### src/fetch_config.svh
`ifndef FETCH_CONFIG_SVH
`define FETCH_CONFIG_SVH

// Instruction address width in bits; the pc drops bit 0 and counts halfwords
`define FETCH_PC_BITS 16

// Log2 of the fetch buffer depth in halfwords
`define FETCH_DEPTH_BITS 3

`endif

### src/fetch_pkg.sv
`include "fetch_config.svh"

package fetch_pkg;

    typedef logic [`FETCH_PC_BITS-2:0] pc_t;    // Halfword address
    typedef logic [15:0] half_t;                // One instruction parcel
    typedef logic [31:0] word_t;                // Memory word or full instruction

    // Compressed quadrants first, then the 32-bit major opcode groups
    typedef enum logic [3:0]
    {
        C_Q0,
        C_Q1,
        C_Q2,
        LOAD,
        STORE,
        BRANCH,
        JAL,
        JALR,
        OP,
        OP_IMM,
        LUI_AUIPC,
        SYSTEM,
        OTHER
    } instr_class_e;

endpackage

### src/fetch_push_if.sv
`timescale 1ns/1ps

interface fetch_push_if;

    import fetch_pkg::*;

    half_t  data_lo;        // Written at the head on a double push
    half_t  data_hi;        // Written above data_lo, or alone on a single push
    logic   push_single;
    logic   push_double;

    modport ctrl
    (
        output data_lo,
        output data_hi,
        output push_single,
        output push_double
    );

    modport buffer
    (
        input  data_lo,
        input  data_hi,
        input  push_single,
        input  push_double
    );

endinterface

### src/fetch_buf.sv
`timescale 1ns/1ps

`include "fetch_config.svh"

module fetch_buf
(
    input  logic                i_clk,
    input  logic                i_reset_n,
    input  fetch_pkg::pc_t      i_start_pc,
    input  logic                i_pop,
    fetch_push_if.buffer        push,
    output fetch_pkg::half_t    o_data_lo,
    output fetch_pkg::half_t    o_data_hi,
    output fetch_pkg::pc_t      o_pc,
    output logic                o_compressed,
    output logic                o_empty,
    output logic                o_full
);

    import fetch_pkg::*;

    localparam int QSize   = 1 << `FETCH_DEPTH_BITS;
    localparam int CntBits = `FETCH_DEPTH_BITS + 1;

    typedef logic [CntBits-1:0] cnt_t;

    half_t  data [QSize];
    half_t  data_next [QSize];
    cnt_t   head;
    cnt_t   head_pop;
    cnt_t   pop_cnt;
    cnt_t   push_cnt;
    pc_t    pc;
    logic   is_comp;
    logic   pop_single;
    logic   pop_double;

    assign is_comp    = (data[0][1:0] != 2'b11);
    assign pop_single = i_pop && is_comp;
    assign pop_double = i_pop && !is_comp;

    assign pop_cnt  = pop_double ? cnt_t'(2) : (pop_single ? cnt_t'(1) : cnt_t'(0));
    assign push_cnt = push.push_double ? cnt_t'(2) : (push.push_single ? cnt_t'(1) : cnt_t'(0));

    // Pushes land at the head as it stands after this cycle's pop
    assign head_pop = head - pop_cnt;

    always_ff @(posedge i_clk)
    begin
        if (!i_reset_n)
            head <= '0;
        else
            head <= head_pop + push_cnt;
    end

    for (genvar i = 0; i < QSize; i++)
    begin : g_slot
        logic   wr_hi;
        logic   wr_lo;
        half_t  shift1;
        half_t  shift2;

        assign wr_hi = (push.push_single && (head_pop == cnt_t'(i))) ||
                       (push.push_double && ((head_pop + cnt_t'(1)) == cnt_t'(i)));
        assign wr_lo = push.push_double && (head_pop == cnt_t'(i));

        if (i + 1 < QSize)
        begin : g_s1
            assign shift1 = data[i+1];
        end
        else
        begin : g_s1_end
            assign shift1 = '0;
        end

        if (i + 2 < QSize)
        begin : g_s2
            assign shift2 = data[i+2];
        end
        else
        begin : g_s2_end
            assign shift2 = '0;
        end

        assign data_next[i] = wr_hi      ? push.data_hi :
                              wr_lo      ? push.data_lo :
                              pop_single ? shift1 :
                              pop_double ? shift2 :
                              data[i];
    end

    always_ff @(posedge i_clk)
    begin
        data <= data_next;
    end

    // The pc follows the head instruction
    always_ff @(posedge i_clk)
    begin
        if (!i_reset_n)
            pc <= i_start_pc;
        else if (pop_single)
            pc <= pc + pc_t'(1);
        else if (pop_double)
            pc <= pc + pc_t'(2);
    end

    assign o_data_lo    = data[0];
    assign o_data_hi    = data[1];
    assign o_pc         = pc;
    assign o_compressed = is_comp;
    assign o_empty      = (head == '0) || (!is_comp && (head == cnt_t'(1)));
    assign o_full       = (head >= cnt_t'(QSize - 2));  // Leaves room for a double push

endmodule

### src/fetch_ctrl.sv
`timescale 1ns/1ps

`include "fetch_config.svh"

module fetch_ctrl
(
    input  logic                        i_clk,
    input  logic                        i_reset_n,
    input  fetch_pkg::pc_t              i_start_pc,
    input  fetch_pkg::word_t            i_imem_rdata,
    input  logic                        i_imem_valid,
    input  logic                        i_full,
    output logic                        o_imem_req,
    output logic [`FETCH_PC_BITS-3:0]   o_imem_addr,
    fetch_push_if.ctrl                  push
);

    logic [`FETCH_PC_BITS-3:0]  word_addr;
    logic                       outstanding;
    logic                       first_odd;
    logic                       req;
    logic                       issue;
    logic                       resp;

    // Only one read may be in flight, and it must fit once it returns
    assign issue = !outstanding && !i_full;
    assign resp  = outstanding && i_imem_valid;

    always_ff @(posedge i_clk)
    begin
        if (!i_reset_n)
        begin
            word_addr   <= i_start_pc[`FETCH_PC_BITS-2:1];
            outstanding <= 1'b0;
            first_odd   <= i_start_pc[0];   // Start in the upper half of a word
            req         <= 1'b0;
        end
        else
        begin
            req <= 1'b0;
            if (issue)
            begin
                req         <= 1'b1;
                outstanding <= 1'b1;
            end
            if (resp)
            begin
                outstanding <= 1'b0;
                first_odd   <= 1'b0;
                word_addr   <= word_addr + 1'b1;
            end
        end
    end

    // The response goes straight into the buffer in the cycle it arrives
    assign push.data_lo     = i_imem_rdata[15:0];
    assign push.data_hi     = i_imem_rdata[31:16];
    assign push.push_single = resp && first_odd;
    assign push.push_double = resp && !first_odd;

    assign o_imem_req  = req;
    assign o_imem_addr = word_addr;

endmodule

### src/fetch_top.sv
`timescale 1ns/1ps

`include "fetch_config.svh"

module fetch_top
(
    input  logic                        i_clk,
    input  logic                        i_reset_n,
    input  fetch_pkg::pc_t              i_start_pc,
    input  fetch_pkg::word_t            i_imem_rdata,
    input  logic                        i_imem_valid,
    input  logic                        i_instr_ready,
    output logic                        o_imem_req,
    output logic [`FETCH_PC_BITS-3:0]   o_imem_addr,
    output fetch_pkg::word_t            o_instr,
    output fetch_pkg::pc_t              o_instr_pc,
    output fetch_pkg::instr_class_e     o_instr_class,
    output logic                        o_instr_valid
);

    import fetch_pkg::*;

    half_t  buf_data_lo;
    half_t  buf_data_hi;
    pc_t    buf_pc;
    logic   buf_compressed;
    logic   buf_empty;
    logic   buf_full;
    logic   pop;

    fetch_push_if push_bus ();

    fetch_ctrl u_ctrl
    (
        .i_clk          (i_clk),
        .i_reset_n      (i_reset_n),
        .i_start_pc     (i_start_pc),
        .i_imem_rdata   (i_imem_rdata),
        .i_imem_valid   (i_imem_valid),
        .i_full         (buf_full),
        .o_imem_req     (o_imem_req),
        .o_imem_addr    (o_imem_addr),
        .push           (push_bus.ctrl)
    );

    fetch_buf u_buf
    (
        .i_clk          (i_clk),
        .i_reset_n      (i_reset_n),
        .i_start_pc     (i_start_pc),
        .i_pop          (pop),
        .push           (push_bus.buffer),
        .o_data_lo      (buf_data_lo),
        .o_data_hi      (buf_data_hi),
        .o_pc           (buf_pc),
        .o_compressed   (buf_compressed),
        .o_empty        (buf_empty),
        .o_full         (buf_full)
    );

    instr_issue u_issue
    (
        .i_data_lo      (buf_data_lo),
        .i_data_hi      (buf_data_hi),
        .i_pc           (buf_pc),
        .i_compressed   (buf_compressed),
        .i_empty        (buf_empty),
        .i_instr_ready  (i_instr_ready),
        .o_pop          (pop),
        .o_instr        (o_instr),
        .o_instr_pc     (o_instr_pc),
        .o_instr_class  (o_instr_class),
        .o_instr_valid  (o_instr_valid)
    );

endmodule

### src/instr_issue.sv
`timescale 1ns/1ps

module instr_issue
(
    input  fetch_pkg::half_t        i_data_lo,
    input  fetch_pkg::half_t        i_data_hi,
    input  fetch_pkg::pc_t          i_pc,
    input  logic                    i_compressed,
    input  logic                    i_empty,
    input  logic                    i_instr_ready,
    output logic                    o_pop,
    output fetch_pkg::word_t        o_instr,
    output fetch_pkg::pc_t          o_instr_pc,
    output fetch_pkg::instr_class_e o_instr_class,
    output logic                    o_instr_valid
);

    import fetch_pkg::*;

    logic           valid;
    instr_class_e   cls;

    assign valid = !i_empty;

    always_comb
    begin
        if (i_compressed)
        begin
            case (i_data_lo[1:0])
                2'b00:   cls = C_Q0;
                2'b01:   cls = C_Q1;
                2'b10:   cls = C_Q2;
                default: cls = OTHER;
            endcase
        end
        else
        begin
            case (i_data_lo[6:2])   // Major opcode
                5'b00000: cls = LOAD;
                5'b01000: cls = STORE;
                5'b11000: cls = BRANCH;
                5'b11011: cls = JAL;
                5'b11001: cls = JALR;
                5'b01100: cls = OP;
                5'b00100: cls = OP_IMM;
                5'b01101,
                5'b00101: cls = LUI_AUIPC;
                5'b11100: cls = SYSTEM;
                default:  cls = OTHER;
            endcase
        end
    end

    assign o_instr       = i_compressed ? {16'h0000, i_data_lo} : {i_data_hi, i_data_lo};
    assign o_instr_pc    = i_pc;
    assign o_instr_class = cls;
    assign o_instr_valid = valid;
    assign o_pop         = valid && i_instr_ready;  // Consumer takes the head this cycle

endmodule

### config.mk
export PLATFORM = sky130hd
export DESIGN_NAME = fetch_top
export DESIGN_NICKNAME = d
export VERILOG_FILES = /design/src/fetch_pkg.sv /design/src/fetch_push_if.sv /design/src/fetch_buf.sv /design/src/fetch_ctrl.sv /design/src/fetch_top.sv /design/src/instr_issue.sv
export VERILOG_INCLUDE_DIRS = /design/src /design/src/src
export SDC_FILE = /design/constraint.sdc
export NUM_CORES = 1
export LEC_CHECK = 0
export ABC_AREA = 1
export BUFFER_PORTS_ARGS = -buffer_cell sky130_fd_sc_hd__buf_2
export CAP_MARGIN = 20
export CORE_UTILIZATION = 25
export DETAILED_ROUTE_END_ITERATION = 8
export SYNTH_ARGS = -nofsm -noshare
export SYNTH_HDL_FRONTEND = slang
export SYNTH_SLANG_ARGS = --single-unit
### constraint.sdc
create_clock -name i_clk -period 5.32 [get_ports i_clk]
set_clock_uncertainty 0.05 [all_clocks]
set_input_delay 1.064 -clock i_clk [delete_from_list [all_inputs] [get_ports i_clk]]
set_output_delay 1.064 -clock i_clk [all_outputs]
set_load 0.01 [all_outputs]
Word level (Yosys, flattened, before mapping)
Memories as Yosys holds them, arrays and structs flattened. A register that Yosys moved wholly into a read port is not among the register bits.
Index checks and enable logic that the tools add are counted.
Widths: inputs -> output; s select.
{"block": "word_totals", "ramBits": 0, "wordCells": 149, "romBits": 128, "latch_bits": 0, "inputBits": 51, "register_bits": 164, "out_inout_bits": 67, "memories": 1}
{"memory": "(name not given)", "words": 32, "word_bits": 4, "read_ports": 1, "rd_ports_with_merged_regs": 1, "write_ports": 0, "line": "instr_issue.sv:38", "rtl": "case (i_data_lo[6:2])"}
{"block": "op_classes", "n_bitwise": 1, "multipliers": 0, "n_eq_ne": 20, "reduce_logical": 59, "shifts": 0, "add_sub_neg": 6, "n_div": 0, "n_mux": 47, "order_cmp": 1}
{"cell": "$mux 16", "count": 31}
{"cell": "$mux 15", "count": 3}
{"cell": "$eq 4x3->1 const B", "count": 8}
{"cell": "$logic_and 1x1->1", "count": 32}
{"cell": "$mux 32", "count": 1}
{"cell": "$reduce_bool 4->1", "count": 8}
{"cell": "$mux 14", "count": 2}
{"cell": "$eq 4x2->1 const B", "count": 4}
{"cell": "$add 15x1->15 const B", "count": 1}
{"cell": "$add 15x2->15 const B", "count": 1}
{"cell": "$add 14x1->14 const B", "count": 1}
{"cell": "$eq 4x1->1 const B", "count": 3}
{"cell": "$logic_not 4->1", "count": 3}
{"cell": "$mux 4", "count": 3}
{"cell": "$pmux 4 s3", "count": 1}
{"cell": "$logic_or 1x1->1", "count": 9}
{"cell": "$logic_not 1->1", "count": 5}
{"cell": "$mux 1", "count": 5}
{"cell": "$mux 5", "count": 1}
{"cell": "$add 4x1->4 const B", "count": 1}
{"cell": "$add 4x4->4", "count": 1}
{"cell": "$ge 4x3->1 const B", "count": 1}
{"cell": "$sub 4x4->4", "count": 1}
{"cell": "$ne 3x1->1 const B", "count": 1}
{"cell": "other kinds (7)", "count": 7}

Longest topological paths before layout
Gate-level depths: netlist (run 1).
{"block": "depth", "ltp_word": 16, "ltp_mapped": 24}

By module
Synthesis (run 1) repeated with hierarchy kept, for this count alone.
{"block": "hier_totals", "cells_unflattened": 1752, "hier_area_um2": 12042.8}
{"module": "fetch_buf", "cells_per_inst": 1491, "instances": 1, "area_each_um2": 10268.6}
{"module": "fetch_ctrl", "cells_per_inst": 155, "instances": 1, "area_each_um2": 1233.7}
{"module": "instr_issue", "cells_per_inst": 106, "instances": 1, "area_each_um2": 540.5}

Worst setup path after synthesis (run 1)
No wires, ideal clock.
{"block": "synth_timing", "path_kind": "in2reg", "startpoint": "input port i_instr_ready", "endpoint": "register u_buf.data (netlist bit u_buf.g_slot[2].shift2[0]), enable pin", "stages": 14, "arrival_time_ns": 3.879, "setup_ns": 0.375, "path_slack_ns": 1.016, "cell_sequence": "clkbuf_1 nand3_4 inv_2 clkbuf_1 ha_1 fa_1 inv_1 nand2_1 nor2_1 nand2_2 nand2_2 inv_2 clkbuf_1 nand3_1"}
{"block": "synth_between", "elab_chain_len": 10}
{"element": "start, declared", "line": "fetch_top.sv:12", "rtl": "input logic i_instr_ready,"}
{"element": "$logic_and 1x1->1 (*)", "line": "instr_issue.sv:58", "rtl": "assign o_pop = valid && i_instr_ready;"}
{"element": "$logic_and 1x1->1", "line": "fetch_buf.sv:39", "rtl": "assign pop_single = i_pop && is_comp;"}
{"element": "$mux 1", "line": "fetch_buf.sv:42", "rtl": "assign pop_cnt = pop_double ? cnt_t'(2) : (pop_single ? cnt_t'(1) : cnt_t'(0));"}
{"element": "$mux 4", "line": "fetch_buf.sv:42"}
{"element": "$sub 4x4->4", "line": "fetch_buf.sv:46", "rtl": "assign head_pop = head - pop_cnt;"}
{"element": "$add 4x1->4", "line": "fetch_buf.sv:64", "rtl": "(push.push_double && ((head_pop + cnt_t'(1)) == cnt_t'(i)));"}
{"element": "$eq 4x3->1", "line": "fetch_buf.sv:64"}
{"element": "$logic_and 1x1->1", "line": "fetch_buf.sv:64"}
{"element": "$logic_or 1x1->1", "line": "fetch_buf.sv:63", "rtl": "assign wr_hi = (push.push_single && (head_pop == cnt_t'(i))) ||"}
{"element": "$reduce_bool 4->1 (no line) (*)"}
{"element": "end signal, assigned", "line": "fetch_buf.sv:94", "rtl": "data <= data_next;"}
{"element": "end, declared", "line": "fetch_buf.sv:27", "rtl": "half_t data [QSize];"}
Mark *: on every way between the ends. The rest lies on a longest branch, timed or not.
A chain may end at the register's enable or synchronous reset.

Worst setup path in the final report (run 1)
{"block": "layout_timing", "startpoint": "register u_buf.data (netlist bit u_buf.o_data_lo[1])", "endpoint": "register u_buf.data (netlist bit u_buf.g_slot[1].shift2[8]), enable pin"}
{"block": "layout_between", "elab_chain_len": 15}
{"element": "$ne 2x2->1 (*)", "line": "fetch_buf.sv:38", "rtl": "assign is_comp = (data[0][1:0] != 2'b11);"}
{"element": "$logic_not 1->1", "line": "fetch_buf.sv:40, fetch_buf.sv:112"}
{"element": "$logic_and 1x1->1", "line": "fetch_buf.sv:112", "rtl": "assign o_empty = (head == '0) || (!is_comp && (head == cnt_t'(1)));"}
{"element": "$logic_or 1x1->1", "line": "fetch_buf.sv:112"}
{"element": "$logic_not 1->1", "line": "instr_issue.sv:23", "rtl": "assign valid = !i_empty;"}
{"element": "$logic_and 1x1->1", "line": "instr_issue.sv:58"}
{"element": "$logic_and 1x1->1", "line": "fetch_buf.sv:39"}
{"element": "$mux 1", "line": "fetch_buf.sv:42"}
{"element": "$mux 4", "line": "fetch_buf.sv:42"}
{"element": "$sub 4x4->4", "line": "fetch_buf.sv:46"}
{"element": "$add 4x1->4", "line": "fetch_buf.sv:64"}
{"element": "$eq 4x2->1", "line": "fetch_buf.sv:64"}
{"element": "$logic_and 1x1->1", "line": "fetch_buf.sv:64"}
{"element": "$logic_or 1x1->1", "line": "fetch_buf.sv:63"}
{"element": "$reduce_bool 4->1 (no line) (*)"}
Marked as above.

==> results of run 1 <==
-- synthesized netlist by cell type, drive strengths merged --
cell	count	share of area, %
nand2	372	14
edfxtp	158	47
o21ai	144	7.1
nor2	117	4.5
inv	116	4.3
nand3	91	4.9
o22ai	56	3.4
a21oi	39	1.9
clkbuf	39	1.4
a31oi	34	2.1
buf	33	1.8
nor3	20	1.0
o211ai	13	0.96
nand4	11	0.95
dfxtp	10	2.0
ha	7	0.86
xor2	6	0.52
o31ai	3	0.22
fa	2	0.39
or2	2	0.12
xnor2	2	0.36
a211oi	1	0.12
a21o	1	0.074
and2	1	0.061
o21a	1	0.074
-- layer usage --
metal | global-route usage (%) | vias up | wire [um] | share of wire [%]
met4 | 4.00 | 6 | 471 | 1.5
li1 | - | 4557 | - | -
met3 | 3.46 | 38 | 2240 | 7.1
met1 | 20.6 | 4417 | 14300 | 45
met5 | 0 | - | 35 | 0.11
met2 | 24.2 | 321 | 14400 | 46
-- final cells by class --
cell class	count	area share, %
Timing Repair Buffer	134	6.04
Inverter	116	3.69
Clock inverter	15	1.36
Multi-Input combinational cell	923	37.9
Sequential cell	168	41.9
Tap cell	525	5.56
Clock buffer	17	3.60
-- kinds of logic after synthesis --
kind of cell / count (synthesis) / synth area share [%]
DFF: 168 / 48.5
adders and majority gates: 9 / 1.25
and+or+nand+nor: 614 / 25.8
xor gates and xnor gates: 8 / 0.872
buffers and inverters: 188 / 7.55
AOI/OAI and AO/OA: 292 / 16.0
-- per-stage QoR --
| stage | std cells | utilization, % | worst slack [ns] |
|---|---|---|---|
| after floorplan | 1279 | - | 1.02 |
| after global placement | 1866 | 28.1 | 0.799 |
| after detailed placement | 1866 | 28.1 | 0.716 |
| after CTS | 1898 | 29.5 | 1.05 |
| after global routing | 1898 | 29.5 | 0.728 |
| final | 1898 | 29.5 | 1.06 |
-- flip-flops by register name (all words and copies together) (netlist names), named ones only --
name                 count
u_buf.o_pc              15
u_buf.o_data_hi         16
u_buf.g_slot.shift2     96
u_buf.head               4
u_ctrl.o_imem_addr      14
u_ctrl.o_imem_req        1
u_ctrl.first_odd         1
u_buf.o_data_lo         16
u_ctrl.outstanding       1
-- critical path: cells and delay by family, from the launching register on --
kind / cells / cell delay [ns]
buffers and inverters: 2 / 0.31
AND/OR/NAND/NOR: 9 / 2.12
adder cells (fa/ha/maj): 2 / 0.67
XOR/XNOR: 1 / 0.34
flip-flops: 1 / 0.40
-- power by group --
group | leakage (nW) | switching, mW | total (mW) | internal, mW
clock network | 0.288 | 0.589 | 1.25 | 0.665
registers | 1.61 | 0.312 | 2.67 | 2.36
logic | 3.09 | 2.07 | 3.13 | 1.06
total | 4.99 | 2.97 | 7.06 | 4.09
-- worst paths after layout --
kind	startpoint	endpoint	slack [ns]	cells past startpoint
worst max-delay path	u_buf.o_data_lo[1]	u_buf.g_slot[1].shift2[8]	1.06	14
worst min-delay path	u_ctrl.outstanding	u_ctrl.outstanding	0.44	2
worst max register to register	u_buf.o_data_lo[1]	u_buf.g_slot[1].shift2[8]	1.06	14
worst min register to register	u_ctrl.outstanding	u_ctrl.outstanding	0.44	2
==> run metrics, run 1 <==
final hold violation count 0; maximum number of pins on one net before global-route repair 105; YS warnings 0; clock transition at the registers of the reported paths 0.07 ns; vias per cell 4.92; Power Total 7.06 mW; Worst slew margin 26.9%; antenna viol nets, final 0; fill count 4286; Final Max Slew Viols 0; # setup viols final 0; Mapped Cells 1279; Seq/Total Area, Yosys 48.5%; Core Footprint 40000 um^2; Design Area, Final 11800 um^2; die area 41600 um^2; Peak Freq 235 MHz; total gr overflow 0; Distinct cells, synth 41; PwrDens 598 nW/um^2; CP Data Arrival Time 4.27 ns; RSZ-0062 raised after global routing no; number of global-route vias before repair 9032; DIE WIDTH 204 um; CTS Root Cell clkbuf_16; # IOs 118; Core Rows 73; setup_tns 0 ns; Routed WL 31400 um; PostCTS Resize Cnt 0; Die H 204 um; synthesis-stage register bit count 168; critical-path cell list nand2_2 > nand2_1 > nand3_2 > nand3_4 > inv_2 > ha_1 > fa_1 > xnor2_4 > nand3_2 > nor2_1 > nand2_1 > nand2_2 > inv_2 > nand3_1; Avg WL per Cell 16.6 um; worst hold path class flop to flop; Clock Tree Buf Depth 2; peak supply drop 0.000235 V; CTS tree built; GRT Total Usage 15.2%; area of the multi-input gates 4470 um^2; hold buffers post-CTS 0; total CTS buffers 17; CTS Sinks 168; crit path max fanout 17; status finished clean; Crit Path Category flop to flop; slowest stage cell, crit path nand3_1; initial DRC count 888; # Post-CTS Setup Buffers 0; Max Cap Viol 0; Synth Area per Inst 7.97 um^2; Area Growth Syn to Fin 15.9%; CP max stage delay 0.66 ns; worst slew pin tran 1.10 ns; Initial Util 25.5%; Vias 9339; fraction of layout cells with a size suffix above 1 15.4%; first-pass GRT wire length 49900 um; Buffers on Ports 117; commonest cells after routing, fill and taps aside 355 x nand2_1, 158 x edfxtp_1, 139 x o21ai_0; H-Tree Depth 4; ratio of final minimum period to clock period 80.2%; Diodes inserted 0; CP Launch Type flop; RePlAce Congestion 0.864; commonest non-fill, non-tap cell in the layout nand2_1; iteration count of the initial detailed-routing pass 5; critical path required time 5.32 ns; DP Area 11200 um^2; syn_nets 1339; Tmin final 4.26 ns; synthesized area 10200 um^2; Clk Latency, worst-skew pair 0.43 ns; DP Wirelength 21800 um; Layout Nets 1420; # DRC 0; initial antenna violation count 3; Worst Setup End Kind flop; Hold Slack 0.441 ns; leak pwr 4.99 nW; register area 4940 um^2
Power figures use the tool's default switching activity.
==> run 2, diff against run 1 <==
Clock period 5.32 ns to 3.6 ns, I/O delays scaled along.
==> run 2 against run 1 <==
  * Hold slack improved by 0.0034 ns
  * Sequential cell count unchanged
  * Power rose by 52%
  * Final cell count is 1.3% higher
  * First-iteration DRC count rose by 15%
  * Register-to-register slack worse by 0.88 ns
  * Via count is 2.2% higher
  * Utilization up 0.84 points
  * Maximum frequency grew 24%
  * Non-clock buffer count up 25
==> run metrics, run 2 (same netlist as run 1, synthesis figures left out) <==
status finished clean; Crit Path Category flop to flop; fraction of layout cells with a size suffix above 1 17.5% (+2.0 points); hold buffers post-CTS 0 (unchanged); crit path max fanout 16 (-1); Final Max Slew Viols 0 (unchanged); CTS Sinks 168 (unchanged); ratio of final minimum period to clock period 95.2% (+15 points); final hold violation count 0 (unchanged); Clk Latency, worst-skew pair 0.44 ns (about the same); die area 41600 um^2 (unchanged); first-pass GRT wire length 50300 um (+0.72%); Max Cap Viol 0 (unchanged); total gr overflow 0 (unchanged); Clock Tree Buf Depth 2 (unchanged); Buf/Inv on CP 2 (unchanged); number of global-route vias before repair 8974 (-0.64%); Peak Freq 292 MHz (+24%); peak supply drop 0.000345 V (+46%); Power Total 10.7 mW (+52%); Psw 4.43 mW (+49%); H-Tree Depth 4 (unchanged); Comb pwr share 45.6% (+1.2 points); CP max stage delay 0.47 ns (-0.19 ns); worst hold path class flop to flop; Avg WL per Cell 16.7 um (+1.0%); antenna viol nets, final 0 (unchanged); DP Area 11400 um^2 (+2.0%); CP Launch Type flop; # IOs 118 (unchanged); iteration count of the initial detailed-routing pass 5 (unchanged); RePlAce Congestion 0.832 (-3.7%); PwrDens 884 nW/um^2 (+48%); critical path's top delay family simple AND/OR/NAND/NOR gates; Core Rows 73 (unchanged); # setup viols final 0 (unchanged); worst slew pin tran 1.08 ns (-0.0121 ns); Tmin final 3.43 ns (-0.836 ns); commonest non-fill, non-tap cell in the layout nand2_1; CP Data Arrival Time 3.46 ns (-0.81 ns); share of power burned in registers 36.5% (-1.4 points); maximum number of pins on one net before global-route repair 95 (-9.5%); Routed WL 32200 um (+2.3%); CTS Root Cell clkbuf_16; vias per cell 4.96 (+0.87%); leak pwr 5.17 nW (+3.7%); commonest cells after routing, fill and taps aside 354 x nand2_1, 158 x edfxtp_1, 139 x o21ai_0; Vias 9544 (+2.2%); Initial Util 25.5% (unchanged); P_int 6.30 mW (+54%); DIE WIDTH 204 um (unchanged); # DRC 0 (unchanged); critical-path cell list nand2_4 > nand2_1 > nand3_4 > nand3_4 > inv_2 > ha_1 > fa_1 > xnor2_4 > nand3_2 > nor2_1 > nand2_1 > buf_4 > nand3_2; max reg flops 96 (unchanged); Die H 204 um (unchanged); Core Footprint 40000 um^2 (unchanged); DP Wirelength 22500 um (+2.9%); switching part of the total 41.3% (-0.85 points); Worst Setup End Kind flop; Worst slew margin 27.7% (+0.81 points); Buffers on Ports 117 (unchanged); critical path required time 3.63 ns (-1.69 ns); clock transition at the registers of the reported paths 0.07 ns (about the same); total CTS buffers 17 (unchanged); Area Growth Syn to Fin 19.2%; GRT Total Usage 15.5% (+0.33 points); Design Area, Final 12100 um^2 (+2.8%); initial antenna violation count 5 (+2); Layout Nets 1445 (+1.8%); CTS tree built; initial DRC count 1017 (+15%); slowest stage cell, crit path fa_1; clock group share of total power 18.0% (+0.2 points)
-- run 2: per-layer routing --
| layer | global-route usage [%] | vias up | part of all wire (%) |
|---|---|---|---|
| met3 | 3.06 | 45 | 7.5 |
| met5 | 0 | - | 0.15 |
| li1 | - | 4598 | - |
| met2 | 24.9 | 366 | 47 |
| met4 | 4.48 | 8 | 1.5 |
| met1 | 21.0 | 4527 | 44 |
-- run 2: worst reg2reg max path, delay by kind of cell, from the launching register on --
kind                     cells  cell delay (ns)
flip-flops                   1             0.42
buffers and inverters        2             0.26
XOR/XNOR                     1             0.31
adder cells (fa/ha/maj)      2             0.67
AND/OR/NAND/NOR              8             1.35
-- run 2: area by class of cell --
type                            count  area (um^2)
Fill cell                        4217        27900
Sequential cell                   168         4940
Multi-Input combinational cell    923         4570
Timing Repair Buffer              159          938
Tap cell                          525          657
Inverter                          116          435
Clock buffer                       18          429
Clock inverter                     13          168
Antenna cell                        1         2.50
-- run 2: path summary, 6_finish.rpt --
check,from,to,slack (ns),depth (start not counted)
min,u_ctrl.outstanding,u_ctrl.outstanding,0.44,2
min reg2reg,u_ctrl.outstanding,u_ctrl.outstanding,0.44,2
max reg2reg,u_buf.o_data_lo[1],u_buf.o_data_hi[9],0.17,13
max,u_buf.o_data_lo[1],u_buf.o_data_hi[9],0.17,13
-- run 2: through the flow --
stage	TNS [ns]	hold slack, ns	cells	utilization, %	worst slack (ns)
after floorplan	-0.928	0.413	1279	-	-0.0378
final	0	0.445	1923	30.4	0.172
after detailed placement	0	0.442	1883	28.6	0.169
after global routing	-0.0260	0.491	1923	30.4	-0.0149
after global placement	0	0.432	1883	28.6	0.212
after CTS	0	0.451	1914	30.1	0.161
-- run 2: timing repair --
action / in CTS / in global routing
setup endpoints to repair: 0 / 70
buffers inserted: 0 / 8
resized for setup: 0 / 7
-- run 2: power by group through the flow --
stage | clock, mW | sequential [mW] | combinational (mW)
after CTS | 1.96 | 3.91 | 4.74
after floorplan | 0 | 3.91 | 3.33
after global placement | 0 | 3.92 | 4.61
after detailed placement | 0 | 3.94 | 4.71
after global routing | 2.03 | 4.01 | 5.52
final | 1.93 | 3.91 | 4.89
